File: src/verilog/rv_isa_pkg.sv
`default_nettype none

package rv_isa_pkg;

    localparam int XLEN = 32;

    // field positions within a 32-bit instruction
    localparam int RD_LSB  = 7;
    localparam int F3_LSB  = 12;
    localparam int RS1_LSB = 15;
    localparam int RS2_LSB = 20;
    localparam int F7_LSB  = 25;

    // major opcodes of the supported subset
    localparam logic [6:0] OP_REG    = 7'b0110011;
    localparam logic [6:0] OP_IMM    = 7'b0010011;
    localparam logic [6:0] OP_LUI    = 7'b0110111;
    localparam logic [6:0] OP_BRANCH = 7'b1100011;
    localparam logic [6:0] OP_JAL    = 7'b1101111;

    localparam logic [2:0] F3_ADD_SUB = 3'b000;
    localparam logic [2:0] F3_SLT     = 3'b010;
    localparam logic [2:0] F3_XOR     = 3'b100;
    localparam logic [2:0] F3_OR      = 3'b110;
    localparam logic [2:0] F3_AND     = 3'b111;
    localparam logic [2:0] F3_BEQ     = 3'b000;
    localparam logic [2:0] F3_BNE     = 3'b001;

    localparam logic [6:0] F7_SUB = 7'b0100000;

    // addi x0, x0, 0
    localparam logic [31:0] NOP_INSTR = 32'h0000_0013;

    typedef enum logic [2:0] {
        ALU_ADD,
        ALU_SUB,
        ALU_AND,
        ALU_OR,
        ALU_XOR,
        ALU_SLT,
        ALU_PASS_B
    } alu_op_e;

endpackage

`default_nettype wire
File: src/verilog/pipe_pkg.sv
`default_nettype none

package pipe_pkg;

    typedef struct packed {
        logic                            valid;
        logic [rv_isa_pkg::XLEN-1:0]     pc;
        logic [31:0]                     instr;
    } if_id_t;

    typedef struct packed {
        logic                            valid;
        logic [rv_isa_pkg::XLEN-1:0]     pc;
        logic [31:0]                     instr;
        logic [4:0]                      rs1_idx;
        logic [4:0]                      rs2_idx;
        logic [rv_isa_pkg::XLEN-1:0]     rs1_val;
        logic [rv_isa_pkg::XLEN-1:0]     rs2_val;
        logic [rv_isa_pkg::XLEN-1:0]     imm;
        rv_isa_pkg::alu_op_e             alu_op;
        logic                            src2_imm;
        logic                            is_branch;
        // set for bne, clear for beq
        logic                            br_ne;
        logic                            is_jal;
        logic                            wen;
        logic [4:0]                      rd;
    } id_ex_t;

    typedef struct packed {
        logic                            valid;
        logic [rv_isa_pkg::XLEN-1:0]     pc;
        logic [31:0]                     instr;
        logic                            wen;
        logic [4:0]                      rd;
        logic [rv_isa_pkg::XLEN-1:0]     result;
    } ex_wb_t;

endpackage

`default_nettype wire

File: src/verilog/core_top.sv
`default_nettype none

module core_top #(
    parameter logic [rv_isa_pkg::XLEN-1:0] RESET_PC = '0
) (
    input  wire                              clk_i,
    input  wire                              arst_n_i,

    input  wire  [rv_isa_pkg::XLEN-1:0]      sram_rdata_i,
    input  wire                              sram_data_valid_i,
    output logic [rv_isa_pkg::XLEN-1:0]      sram_addr_o,
    output logic                             sram_ren_o,

    output logic                             retire_valid_o,
    output logic [rv_isa_pkg::XLEN-1:0]      retire_pc_o,
    output logic [31:0]                      retire_instr_o,
    output logic                             retire_wen_o,
    output logic [4:0]                       retire_rd_o,
    output logic [rv_isa_pkg::XLEN-1:0]      retire_data_o
);

    pipe_pkg::if_id_t            if_id_d;
    pipe_pkg::if_id_t            if_id_q;
    pipe_pkg::id_ex_t            id_ex_d;
    pipe_pkg::id_ex_t            id_ex_q;
    pipe_pkg::ex_wb_t            ex_wb_d;
    pipe_pkg::ex_wb_t            ex_wb_q;
    logic                        is_jump;
    logic [rv_isa_pkg::XLEN-1:0] jump_target;

    fetch_stage #(
        .RESET_PC          (RESET_PC)
    ) fetch_stage_u (
        .clk_i             (clk_i),
        .arst_n_i          (arst_n_i),
        .is_jump_i         (is_jump),
        .jump_target_i     (jump_target),
        .sram_rdata_i      (sram_rdata_i),
        .sram_data_valid_i (sram_data_valid_i),
        .sram_addr_o       (sram_addr_o),
        .sram_ren_o        (sram_ren_o),
        .if_id_o           (if_id_d)
    );

    pipe_reg #(
        .payload_t (pipe_pkg::if_id_t)
    ) id_reg (
        .clk_i     (clk_i),
        .arst_n_i  (arst_n_i),
        .flush_i   (is_jump),
        .d_i       (if_id_d),
        .q_o       (if_id_q)
    );

    decode_stage decode_stage_u (
        .clk_i     (clk_i),
        .arst_n_i  (arst_n_i),
        .if_id_i   (if_id_q),
        .wb_i      (ex_wb_q),
        .id_ex_o   (id_ex_d)
    );

    pipe_reg #(
        .payload_t (pipe_pkg::id_ex_t)
    ) ex_reg (
        .clk_i     (clk_i),
        .arst_n_i  (arst_n_i),
        .flush_i   (is_jump),
        .d_i       (id_ex_d),
        .q_o       (id_ex_q)
    );

    execute_stage execute_stage_u (
        .id_ex_i       (id_ex_q),
        .wb_i          (ex_wb_q),
        .ex_wb_o       (ex_wb_d),
        .is_jump_o     (is_jump),
        .jump_target_o (jump_target)
    );

    // the jump itself retires, so writeback is never flushed
    pipe_reg #(
        .payload_t (pipe_pkg::ex_wb_t)
    ) wb_reg (
        .clk_i     (clk_i),
        .arst_n_i  (arst_n_i),
        .flush_i   (1'b0),
        .d_i       (ex_wb_d),
        .q_o       (ex_wb_q)
    );

    assign retire_valid_o = ex_wb_q.valid;
    assign retire_pc_o    = ex_wb_q.pc;
    assign retire_instr_o = ex_wb_q.instr;
    assign retire_wen_o   = ex_wb_q.wen;
    assign retire_rd_o    = ex_wb_q.rd;
    assign retire_data_o  = ex_wb_q.result;

endmodule

`default_nettype wire

File: src/verilog/decode_stage.sv
`default_nettype none

module decode_stage (
    input  wire                      clk_i,
    input  wire                      arst_n_i,
    input  wire  pipe_pkg::if_id_t   if_id_i,
    input  wire  pipe_pkg::ex_wb_t   wb_i,
    output pipe_pkg::id_ex_t         id_ex_o
);

    logic [rv_isa_pkg::XLEN-1:0] regs [32];
    logic                        wr_en;
    logic [6:0]                  opcode;
    logic [2:0]                  funct3;
    logic [6:0]                  funct7;
    logic [4:0]                  rs1_idx;
    logic [4:0]                  rs2_idx;
    logic [31:0]                 instr;
    logic [rv_isa_pkg::XLEN-1:0] imm_i;
    logic [rv_isa_pkg::XLEN-1:0] imm_u;
    logic [rv_isa_pkg::XLEN-1:0] imm_b;
    logic [rv_isa_pkg::XLEN-1:0] imm_j;

    assign instr   = if_id_i.instr;
    assign opcode  = instr[6:0];
    assign funct3  = instr[rv_isa_pkg::F3_LSB +: 3];
    assign funct7  = instr[rv_isa_pkg::F7_LSB +: 7];
    assign rs1_idx = instr[rv_isa_pkg::RS1_LSB +: 5];
    assign rs2_idx = instr[rv_isa_pkg::RS2_LSB +: 5];

    assign imm_i = {{20{instr[31]}}, instr[31:20]};
    assign imm_u = {instr[31:12], 12'b0};
    assign imm_b = {{20{instr[31]}}, instr[7], instr[30:25], instr[11:8], 1'b0};
    assign imm_j = {{12{instr[31]}}, instr[19:12], instr[20], instr[30:21], 1'b0};

    // x0 is never written
    assign wr_en = wb_i.valid && wb_i.wen && (wb_i.rd != 5'd0);

    always_ff @(posedge clk_i or negedge arst_n_i) begin
        if (!arst_n_i) begin
            for (int i = 0; i < 32; i++) begin
                regs[i] <= '0;
            end
        end else if (wr_en) begin
            regs[wb_i.rd] <= wb_i.result;
        end
    end

    always_comb begin
        id_ex_o         = '0;
        id_ex_o.valid   = if_id_i.valid;
        id_ex_o.pc      = if_id_i.pc;
        id_ex_o.instr   = instr;
        id_ex_o.rs1_idx = rs1_idx;
        id_ex_o.rs2_idx = rs2_idx;
        id_ex_o.rd      = instr[rv_isa_pkg::RD_LSB +: 5];
        id_ex_o.alu_op  = rv_isa_pkg::ALU_ADD;

        // write-through of the value retiring this cycle
        id_ex_o.rs1_val = (wr_en && wb_i.rd == rs1_idx) ? wb_i.result : regs[rs1_idx];
        id_ex_o.rs2_val = (wr_en && wb_i.rd == rs2_idx) ? wb_i.result : regs[rs2_idx];

        case (opcode)
            rv_isa_pkg::OP_REG: begin
                id_ex_o.wen = 1'b1;
                case (funct3)
                    rv_isa_pkg::F3_ADD_SUB: begin
                        id_ex_o.alu_op = (funct7 == rv_isa_pkg::F7_SUB) ?
                                         rv_isa_pkg::ALU_SUB : rv_isa_pkg::ALU_ADD;
                    end
                    rv_isa_pkg::F3_SLT: id_ex_o.alu_op = rv_isa_pkg::ALU_SLT;
                    rv_isa_pkg::F3_XOR: id_ex_o.alu_op = rv_isa_pkg::ALU_XOR;
                    rv_isa_pkg::F3_OR:  id_ex_o.alu_op = rv_isa_pkg::ALU_OR;
                    rv_isa_pkg::F3_AND: id_ex_o.alu_op = rv_isa_pkg::ALU_AND;
                    default:            id_ex_o.wen    = 1'b0;
                endcase
            end
            rv_isa_pkg::OP_IMM: begin
                // addi only
                id_ex_o.wen      = (funct3 == rv_isa_pkg::F3_ADD_SUB);
                id_ex_o.src2_imm = 1'b1;
                id_ex_o.imm      = imm_i;
            end
            rv_isa_pkg::OP_LUI: begin
                id_ex_o.wen      = 1'b1;
                id_ex_o.src2_imm = 1'b1;
                id_ex_o.imm      = imm_u;
                id_ex_o.alu_op   = rv_isa_pkg::ALU_PASS_B;
            end
            rv_isa_pkg::OP_BRANCH: begin
                id_ex_o.is_branch = (funct3 == rv_isa_pkg::F3_BEQ) ||
                                    (funct3 == rv_isa_pkg::F3_BNE);
                id_ex_o.br_ne     = (funct3 == rv_isa_pkg::F3_BNE);
                id_ex_o.imm       = imm_b;
            end
            rv_isa_pkg::OP_JAL: begin
                id_ex_o.is_jal = 1'b1;
                id_ex_o.wen    = 1'b1;
                id_ex_o.imm    = imm_j;
            end
            // unknown opcodes retire without a write
            default: ;
        endcase
    end

endmodule

`default_nettype wire

File: src/verilog/execute_stage.sv
`default_nettype none

module execute_stage (
    input  wire  pipe_pkg::id_ex_t           id_ex_i,
    input  wire  pipe_pkg::ex_wb_t           wb_i,
    output pipe_pkg::ex_wb_t                 ex_wb_o,
    output logic                             is_jump_o,
    output logic [rv_isa_pkg::XLEN-1:0]      jump_target_o
);

    logic [rv_isa_pkg::XLEN-1:0] op_a;
    logic [rv_isa_pkg::XLEN-1:0] op_b;
    logic [rv_isa_pkg::XLEN-1:0] src_b;
    logic [rv_isa_pkg::XLEN-1:0] alu_res;
    logic                        fwd_ok;
    logic                        taken;

    // writeback result bypasses the stale operand
    assign fwd_ok = wb_i.valid && wb_i.wen && (wb_i.rd != 5'd0);
    assign op_a   = (fwd_ok && wb_i.rd == id_ex_i.rs1_idx) ? wb_i.result : id_ex_i.rs1_val;
    assign op_b   = (fwd_ok && wb_i.rd == id_ex_i.rs2_idx) ? wb_i.result : id_ex_i.rs2_val;
    assign src_b  = id_ex_i.src2_imm ? id_ex_i.imm : op_b;

    always_comb begin
        case (id_ex_i.alu_op)
            rv_isa_pkg::ALU_ADD:    alu_res = op_a + src_b;
            rv_isa_pkg::ALU_SUB:    alu_res = op_a - src_b;
            rv_isa_pkg::ALU_AND:    alu_res = op_a & src_b;
            rv_isa_pkg::ALU_OR:     alu_res = op_a | src_b;
            rv_isa_pkg::ALU_XOR:    alu_res = op_a ^ src_b;
            rv_isa_pkg::ALU_SLT: begin
                alu_res = {{(rv_isa_pkg::XLEN-1){1'b0}}, $signed(op_a) < $signed(src_b)};
            end
            rv_isa_pkg::ALU_PASS_B: alu_res = src_b;
            default:                alu_res = '0;
        endcase
    end

    // beq on equal, bne on not equal
    assign taken = id_ex_i.is_branch && ((op_a == op_b) != id_ex_i.br_ne);

    assign is_jump_o     = id_ex_i.valid && (id_ex_i.is_jal || taken);
    assign jump_target_o = id_ex_i.pc + id_ex_i.imm;

    assign ex_wb_o.valid  = id_ex_i.valid;
    assign ex_wb_o.pc     = id_ex_i.pc;
    assign ex_wb_o.instr  = id_ex_i.instr;
    assign ex_wb_o.wen    = id_ex_i.wen;
    assign ex_wb_o.rd     = id_ex_i.rd;
    // link address for jal
    assign ex_wb_o.result = id_ex_i.is_jal ? id_ex_i.pc + 4 : alu_res;

endmodule

`default_nettype wire

File: src/verilog/fetch_stage.sv
`default_nettype none

module fetch_stage #(
    parameter logic [rv_isa_pkg::XLEN-1:0] RESET_PC = '0
) (
    input  wire                              clk_i,
    input  wire                              arst_n_i,
    input  wire                              is_jump_i,
    input  wire  [rv_isa_pkg::XLEN-1:0]      jump_target_i,
    input  wire  [rv_isa_pkg::XLEN-1:0]      sram_rdata_i,
    input  wire                              sram_data_valid_i,
    output logic [rv_isa_pkg::XLEN-1:0]      sram_addr_o,
    output logic                             sram_ren_o,
    output pipe_pkg::if_id_t                 if_id_o
);

    logic [rv_isa_pkg::XLEN-1:0] pc_q;
    logic                        outstanding_q;
    logic                        drop_q;
    logic                        issue;
    logic                        accept;

    // next request may go out once the current one is answered
    assign issue  = !outstanding_q || sram_data_valid_i;
    assign accept = sram_data_valid_i && !drop_q;

    always_ff @(posedge clk_i or negedge arst_n_i) begin
        if (!arst_n_i) begin
            pc_q          <= RESET_PC;
            outstanding_q <= 1'b0;
            drop_q        <= 1'b0;
            sram_ren_o    <= 1'b0;
        end else begin
            sram_ren_o    <= issue;
            outstanding_q <= issue || (outstanding_q && !sram_data_valid_i);
            if (sram_data_valid_i) begin
                drop_q <= 1'b0;
            end
            // response still in flight belongs to the wrong path
            if (is_jump_i && outstanding_q && !sram_data_valid_i) begin
                drop_q <= 1'b1;
            end
            if (is_jump_i) begin
                pc_q <= jump_target_i;
            end else if (accept) begin
                pc_q <= pc_q + 4;
            end
        end
    end

    assign sram_addr_o = pc_q;

    // anything but an accepted response is a bubble
    assign if_id_o.valid = accept;
    assign if_id_o.pc    = pc_q;
    assign if_id_o.instr = accept ? sram_rdata_i : rv_isa_pkg::NOP_INSTR;

endmodule

`default_nettype wire

File: src/verilog/pipe_reg.sv
`default_nettype none

module pipe_reg #(
    parameter type payload_t = logic
) (
    input  wire              clk_i,
    input  wire              arst_n_i,
    input  wire              flush_i,
    input  wire  payload_t   d_i,
    output payload_t         q_o
);

    // zero payload carries valid = 0
    always_ff @(posedge clk_i or negedge arst_n_i) begin
        if (!arst_n_i) begin
            q_o <= '0;
        end else if (flush_i) begin
            q_o <= '0;
        end else begin
            q_o <= d_i;
        end
    end

endmodule

`default_nettype wire

File: config.mk
export PLATFORM = sky130hd
export DESIGN_NAME = core_top
export DESIGN_NICKNAME = d
export VERILOG_FILES = /design/src/verilog/rv_isa_pkg.sv /design/src/verilog/pipe_pkg.sv /design/src/verilog/core_top.sv /design/src/verilog/decode_stage.sv /design/src/verilog/execute_stage.sv /design/src/verilog/fetch_stage.sv /design/src/verilog/pipe_reg.sv
export SDC_FILE = /design/constraint.sdc
export NUM_CORES = 2
export LEC_CHECK = 0
export BUFFER_PORTS_ARGS = -buffer_cell sky130_fd_sc_hd__buf_2
export CORE_AREA = 3 3 417 419
export CTS_BUF_LIST = sky130_fd_sc_hd__clkbuf_8
export DETAILED_ROUTE_END_ITERATION = 10
export DIE_AREA = 0 0 420 422
export PLACE_DENSITY = 0.67
export REMOVE_ABC_BUFFERS = 1
export SLEW_MARGIN = 5
export SYNTH_ARGS = -nofsm -noshare
export SYNTH_HDL_FRONTEND = slang
export SYNTH_SLANG_ARGS = --single-unit
File: constraint.sdc
create_clock -name clk_i -period 18.2 [get_ports clk_i]
set_clock_uncertainty 0.05 [all_clocks]
set_input_delay 0.91 -clock clk_i [delete_from_list [all_inputs] [get_ports clk_i]]
set_output_delay 0.91 -clock clk_i [all_outputs]
set_load 0.1 [all_outputs]
==> flow_summary.html <==
<table>
<tr><th>Metric</th><th>Value</th></tr>
<tr><th colspan="2">Drt</th></tr>
<tr><td>Residual DRC</td><td>0</td></tr>
<tr><td>Count of routing violations after the opening detailed-route iteration</td><td>between 5000 and 6000</td></tr>
<tr><td>Total wire length</td><td>between 200000 and 250000 um</td></tr>
<tr><td>Via-to-Cell Ratio</td><td>6.32</td></tr>
<tr><td>Detailed Routing Iterations Pass 1</td><td>6</td></tr>
<tr><td>Average wire per cell in the routed design</td><td>between 20 and 30 um</td></tr>
<tr><td>Antenna Nets Post-Route</td><td>0</td></tr>
<tr><td>Number of vias in the routed layout</td><td>around 52000</td></tr>
<tr><th colspan="2">Logic synthesis</th></tr>
<tr><td>Post-synth ARST share</td><td>1.00</td></tr>
<tr><td>Post-synthesis instance area</td><td>around 77000 um^2</td></tr>
<tr><td>Prevailing post-synth register cell</td><td>sky130_fd_sc_hd__dfrtp_1</td></tr>
<tr><td>Synthesis Warnings</td><td>0</td></tr>
<tr><td>Number of different library cells in the post-synthesis netlist</td><td>between 80 and 90</td></tr>
<tr><td>Part of the Yosys area used for sequential elements</td><td>0.454</td></tr>
<tr><td>Per-instance average area after synthesis</td><td>about 13 um^2</td></tr>
<tr><td>Number of flip-flops and latches in the synthesized netlist</td><td>between 1000 and 1500</td></tr>
<tr><td>Post-synth EDFFs</td><td>0</td></tr>
<tr><td>Number of cells produced by synthesis</td><td>5814</td></tr>
<tr><th colspan="2">Cells and area</th></tr>
<tr><td>Leading cell type in the layout, fill and taps excluded</td><td>sky130_fd_sc_hd__dfrtp_1</td></tr>
<tr><td>Ratio of cells with drive above 1 in the final layout</td><td>0.391</td></tr>
<tr><td>Final-stage net count</td><td>between 5000 and 6000</td></tr>
<tr><td>Count of filler cells inserted in the layout</td><td>approximately 15000</td></tr>
<tr><td>Cell area after layout</td><td>84500 um^2</td></tr>
<tr><td>Synth-to-Final Area Change</td><td>10.2%</td></tr>
<tr><td>Commonest cells after routing, fill and taps aside</td><td>sky130_fd_sc_hd__dfrtp_1, sky130_fd_sc_hd__mux2_2, sky130_fd_sc_hd__mux4_2, sky130_fd_sc_hd__nand2_1, sky130_fd_sc_hd__clkbuf_8</td></tr>
<tr><th colspan="2">CTS</th></tr>
<tr><td>Clock Latency Late Sink</td><td>1.00 ns</td></tr>
<tr><td>Clock tree from TritonCTS</td><td>done</td></tr>
<tr><td>Buffer levels on the longest clock path</td><td>3</td></tr>
<tr><td>Number of clock sinks seen by CTS</td><td>1391</td></tr>
<tr><td>Max H-tree Level</td><td>4</td></tr>
<tr><td>Clock root buffer master</td><td>sky130_fd_sc_hd__clkbuf_8</td></tr>
<tr><td>CTS buffer count</td><td>about 230</td></tr>
<tr><td>Clk slew on worst S/H paths</td><td>~0.07 ns</td></tr>
<tr><td>Count of cells resized by post-cts repair</td><td>0</td></tr>
<tr><th colspan="2">Die</th></tr>
<tr><td>FP Rows</td><td>about 150</td></tr>
<tr><td>Starting Density</td><td>0.449</td></tr>
<tr><td>Die area</td><td>177000 um^2</td></tr>
<tr><td>Number of ports placed on the die boundary</td><td>about 170</td></tr>
<tr><td>Die height</td><td>approximately 420 um</td></tr>
<tr><td>CORE AREA</td><td>171000 um^2</td></tr>
<tr><td>Chip width</td><td>approximately 420 um</td></tr>
<tr><th colspan="2">Global routing</th></tr>
<tr><td>Via count of the first global-routing pass</td><td>between 50000 and 60000</td></tr>
<tr><td>Antenna violations before repair</td><td>8</td></tr>
<tr><td>Total congestion overflow after global routing</td><td>0</td></tr>
<tr><td>Pin count of the biggest net entering global routing</td><td>approximately 190</td></tr>
<tr><td>Global-route wire length before repair</td><td>around 360000 um</td></tr>
<tr><td>All-Layer GR Usage</td><td>0.269</td></tr>
<tr><th colspan="2">Critical path</th></tr>
<tr><td>Arrival time at the worst endpoint</td><td>roughly 8.1 ns</td></tr>
<tr><td>Critical path startpoint</td><td>wb_reg.q_o[45]</td></tr>
<tr><td>Reg-to-reg critical path endpoint</td><td>wb_reg.q_o[30]</td></tr>
<tr><td>Kind of critical path</td><td>reg2reg</td></tr>
<tr><td>Startpoint of the most critical register-to-register path</td><td>wb_reg.q_o[45]</td></tr>
<tr><td>CP startpoint kind</td><td>register</td></tr>
<tr><td>Worst Path Required</td><td>between 15 and 20 ns</td></tr>
<tr><td>Critical path capture point type</td><td>register</td></tr>
<tr><td>CP Capture Point</td><td>wb_reg.q_o[30]</td></tr>
<tr><td>Crit Path Max Fanout</td><td>between 40 and 50</td></tr>
<tr><td>Worst r2r path cells</td><td>19</td></tr>
<tr><td>Reg2Reg Setup Slack</td><td>between 10 and 15 ns</td></tr>
<tr><th colspan="2">Timing</th></tr>
<tr><td>Setup-violating endpoint count in the final report</td><td>0</td></tr>
<tr><td>Hold_ws</td><td>between 0.1 and 0.15 ns</td></tr>
<tr><td>Highest clock frequency the design can meet</td><td>0.136 GHz</td></tr>
<tr><td>Tightest Pin Transition</td><td>about 1.2 ns</td></tr>
<tr><td>Tightest slew margin relative to the limit</td><td>0.212</td></tr>
<tr><td>Final hold violations</td><td>0</td></tr>
<tr><td>Total Negative Setup Slacks</td><td>0 ns</td></tr>
<tr><td>Fin crit share</td><td>0.403</td></tr>
<tr><td>Setup repair after global routing missed its margin</td><td>false</td></tr>
<tr><td>Pins Over Slew Limit</td><td>0</td></tr>
<tr><td>Time the worst path needs with I/O delays and setup</td><td>7.34 ns</td></tr>
<tr><th colspan="2">Power and ir drop</th></tr>
<tr><td>Static power due to leakage</td><td>38.0 nW</td></tr>
<tr><td>Switching Fraction</td><td>0.313</td></tr>
<tr><td>Share of power burned in registers</td><td>0.454</td></tr>
<tr><td>Switching Power</td><td>2.31 mW</td></tr>
<tr><td>Largest vdd supply drop</td><td>just over 0.06 mV</td></tr>
<tr><td>PwrDens</td><td>around 87 nW/um^2</td></tr>
<tr><td>Clock group share of total power</td><td>0.395</td></tr>
<tr><td>Pint</td><td>approximately 5.1 mW</td></tr>
<tr><td>Power share of the combinational group</td><td>0.151</td></tr>
<tr><th colspan="2">Placed design</th></tr>
<tr><td>Count of input and output buffers</td><td>170</td></tr>
<tr><td>Final Wtd Congestion</td><td>just under 1</td></tr>
<tr><td>Post-detailed-placement half-perimeter wirelength</td><td>between 100000 and 150000 um</td></tr>
<tr><td>Post-DP Area</td><td>about 80000 um^2</td></tr>
<tr><th colspan="2">Run status</th></tr>
<tr><td>Run status</td><td>complete, no violations</td></tr>
<tr><th colspan="2">Flow run</th></tr>
<tr><td>MaxCap Viol Count</td><td>0</td></tr>
<tr><th colspan="2">Min path</th></tr>
<tr><td>Worst min-delay path class</td><td>in2reg</td></tr>
</table>
layout make-up:
type / count / area, um^2 / share of cell area
multi-input combinational: 3739 / 39500 / 0.468
sequential: 1391 / 34800 / 0.412
clock buffer: 294 / 4050 / 0.0479
tap: 2233 / 2790 / 0.0331
timing repair buffer: 306 / 1980 / 0.0234
clock inverter: 131 / 880 / 0.0104
inverter: 115 / 432 / 0.00511
antenna: 9 / 22.5 / 0.000267
critical path, stage by stage (launching register included):
cell and delay, ns:
sky130_fd_sc_hd__dfrtp_1 0.67, sky130_fd_sc_hd__or2_1 0.53, sky130_fd_sc_hd__o211ai_4 0.23, sky130_fd_sc_hd__buf_4 0.41, sky130_fd_sc_hd__or3_4 0.50, sky130_fd_sc_hd__buf_4 0.55, sky130_fd_sc_hd__mux2i_1 0.27, sky130_fd_sc_hd__o21ai_0 0.19
sky130_fd_sc_hd__ha_1 0.31, sky130_fd_sc_hd__fa_1 0.48, sky130_fd_sc_hd__o21ba_2 0.26, sky130_fd_sc_hd__o2111a_1 0.28, sky130_fd_sc_hd__o21ai_0 0.49, sky130_fd_sc_hd__nand3_1 0.21, sky130_fd_sc_hd__a311o_1 0.45, sky130_fd_sc_hd__a211o_1 0.37
sky130_fd_sc_hd__o211ai_1 0.32, sky130_fd_sc_hd__o41ai_1 0.17, sky130_fd_sc_hd__xnor2_1 0.15, sky130_fd_sc_hd__a31o_2 0.26
through the flow:
step / worst slack [ns] / utilization / instances / total power [mW]
CTS: 11.01 / 0.494 / 8209 / 7.41
detailed placement: 11.05 / 0.465 / 7783 / 4.51
global placement: 11.15 / 0.465 / 7783 / 4.50
global route: 10.52 / 0.494 / 8213 / 7.64
floorplan: 6.44 / - / 5245 / 4.16
finish: 10.86 / 0.494 / 8218 / 7.36
power groups by stage:
stage	clock network (mW)	registers (mW)	logic, mW
floorplan	0	3.76	0.406
global placement	0	3.39	1.10
detailed placement	0	3.40	1.11
CTS	2.96	3.34	1.12
global route	3.11	3.35	1.18
finish	2.91	3.34	1.11
kinds of logic after synthesis:
| kind of cell | after synthesis | share of synthesized area |
|---|---|---|
| buffers and inverters | 684 | 0.0347 |
| other | 1 | 0.0000489 |
| XOR/XNOR | 166 | 0.0190 |
| multiplexers | 1708 | 0.343 |
| AO/OA/AOI/OAI | 746 | 0.0653 |
| AND/OR/NAND/NOR | 969 | 0.0600 |
| flip-flops | 1391 | 0.454 |
| adder cells (fa/ha/maj) | 149 | 0.0246 |
how the worst min path moves through the flow:
stage | start | end | cells past startpoint
floorplan | ex_reg.q_o[5] | wb_reg.q_o[37] | 0
global placement | ex_reg.q_o[145] | wb_reg.q_o[64] | 0
detailed placement | ex_reg.q_o[123] | wb_reg.q_o[42] | 0
CTS | sram_data_valid_i | fetch_stage_u.drop_q | 2
global route | sram_data_valid_i | fetch_stage_u.drop_q | 2
finish | sram_rdata_i[22] | id_reg.q_o[22] | 2
Yosys cell counts (all sizes together), types with 20 or more instances:
| master | instances | share of area |
|---|---|---|
| o22ai | 20 | 0.0016 |
| nand2 | 357 | 0.018 |
| a2111oi | 31 | 0.0036 |
| a21o | 27 | 0.0026 |
| ha | 146 | 0.024 |
| a21oi | 152 | 0.0099 |
| buf | 86 | 0.0054 |
| mux4 | 640 | 0.19 |
| or3 | 20 | 0.0017 |
| xor2 | 58 | 0.0066 |
| mux2i | 131 | 0.017 |
| xnor2 | 108 | 0.012 |
| dfrtp | 1391 | 0.45 |
| mux2 | 937 | 0.14 |
| and3 | 51 | 0.0042 |
| a211oi | 81 | 0.0079 |
| nand3 | 50 | 0.0033 |
| o21bai | 21 | 0.0021 |
| clkbuf | 483 | 0.024 |
| o311ai | 30 | 0.0034 |
| nor2 | 221 | 0.011 |
| nor3 | 29 | 0.0020 |
| a41oi | 25 | 0.0029 |
| and2 | 105 | 0.0086 |
| inv | 115 | 0.0056 |
| or2 | 33 | 0.0027 |
| o21ai | 194 | 0.013 |
what timing repair did:
action | in CTS | in global routing
buffers inserted | 0 | 0
hold endpoints to repair | 127 | 0
hold buffers | 1 | 0
registers in the layout, summed over array words and instances (netlist names):
signal                       cells
decode_stage_u.regs           1024
ex_reg.q_o                     169
id_reg.q_o                      65
fetch_stage_u.sram_ren_o         1
fetch_stage_u.sram_addr_o       32
fetch_stage_u.outstanding_q      1
wb_reg.q_o                      98
fetch_stage_u.drop_q             1
routing by layer:
layer	track usage	up-vias	wire, um
met1	0.366	27460	97800
met5	0	-	13
met2	0.420	2193	112000
met3	0.0516	517	17900
met4	0.123	2	11300
li1	-	21744	-
(Power assumes the default switching activity.)
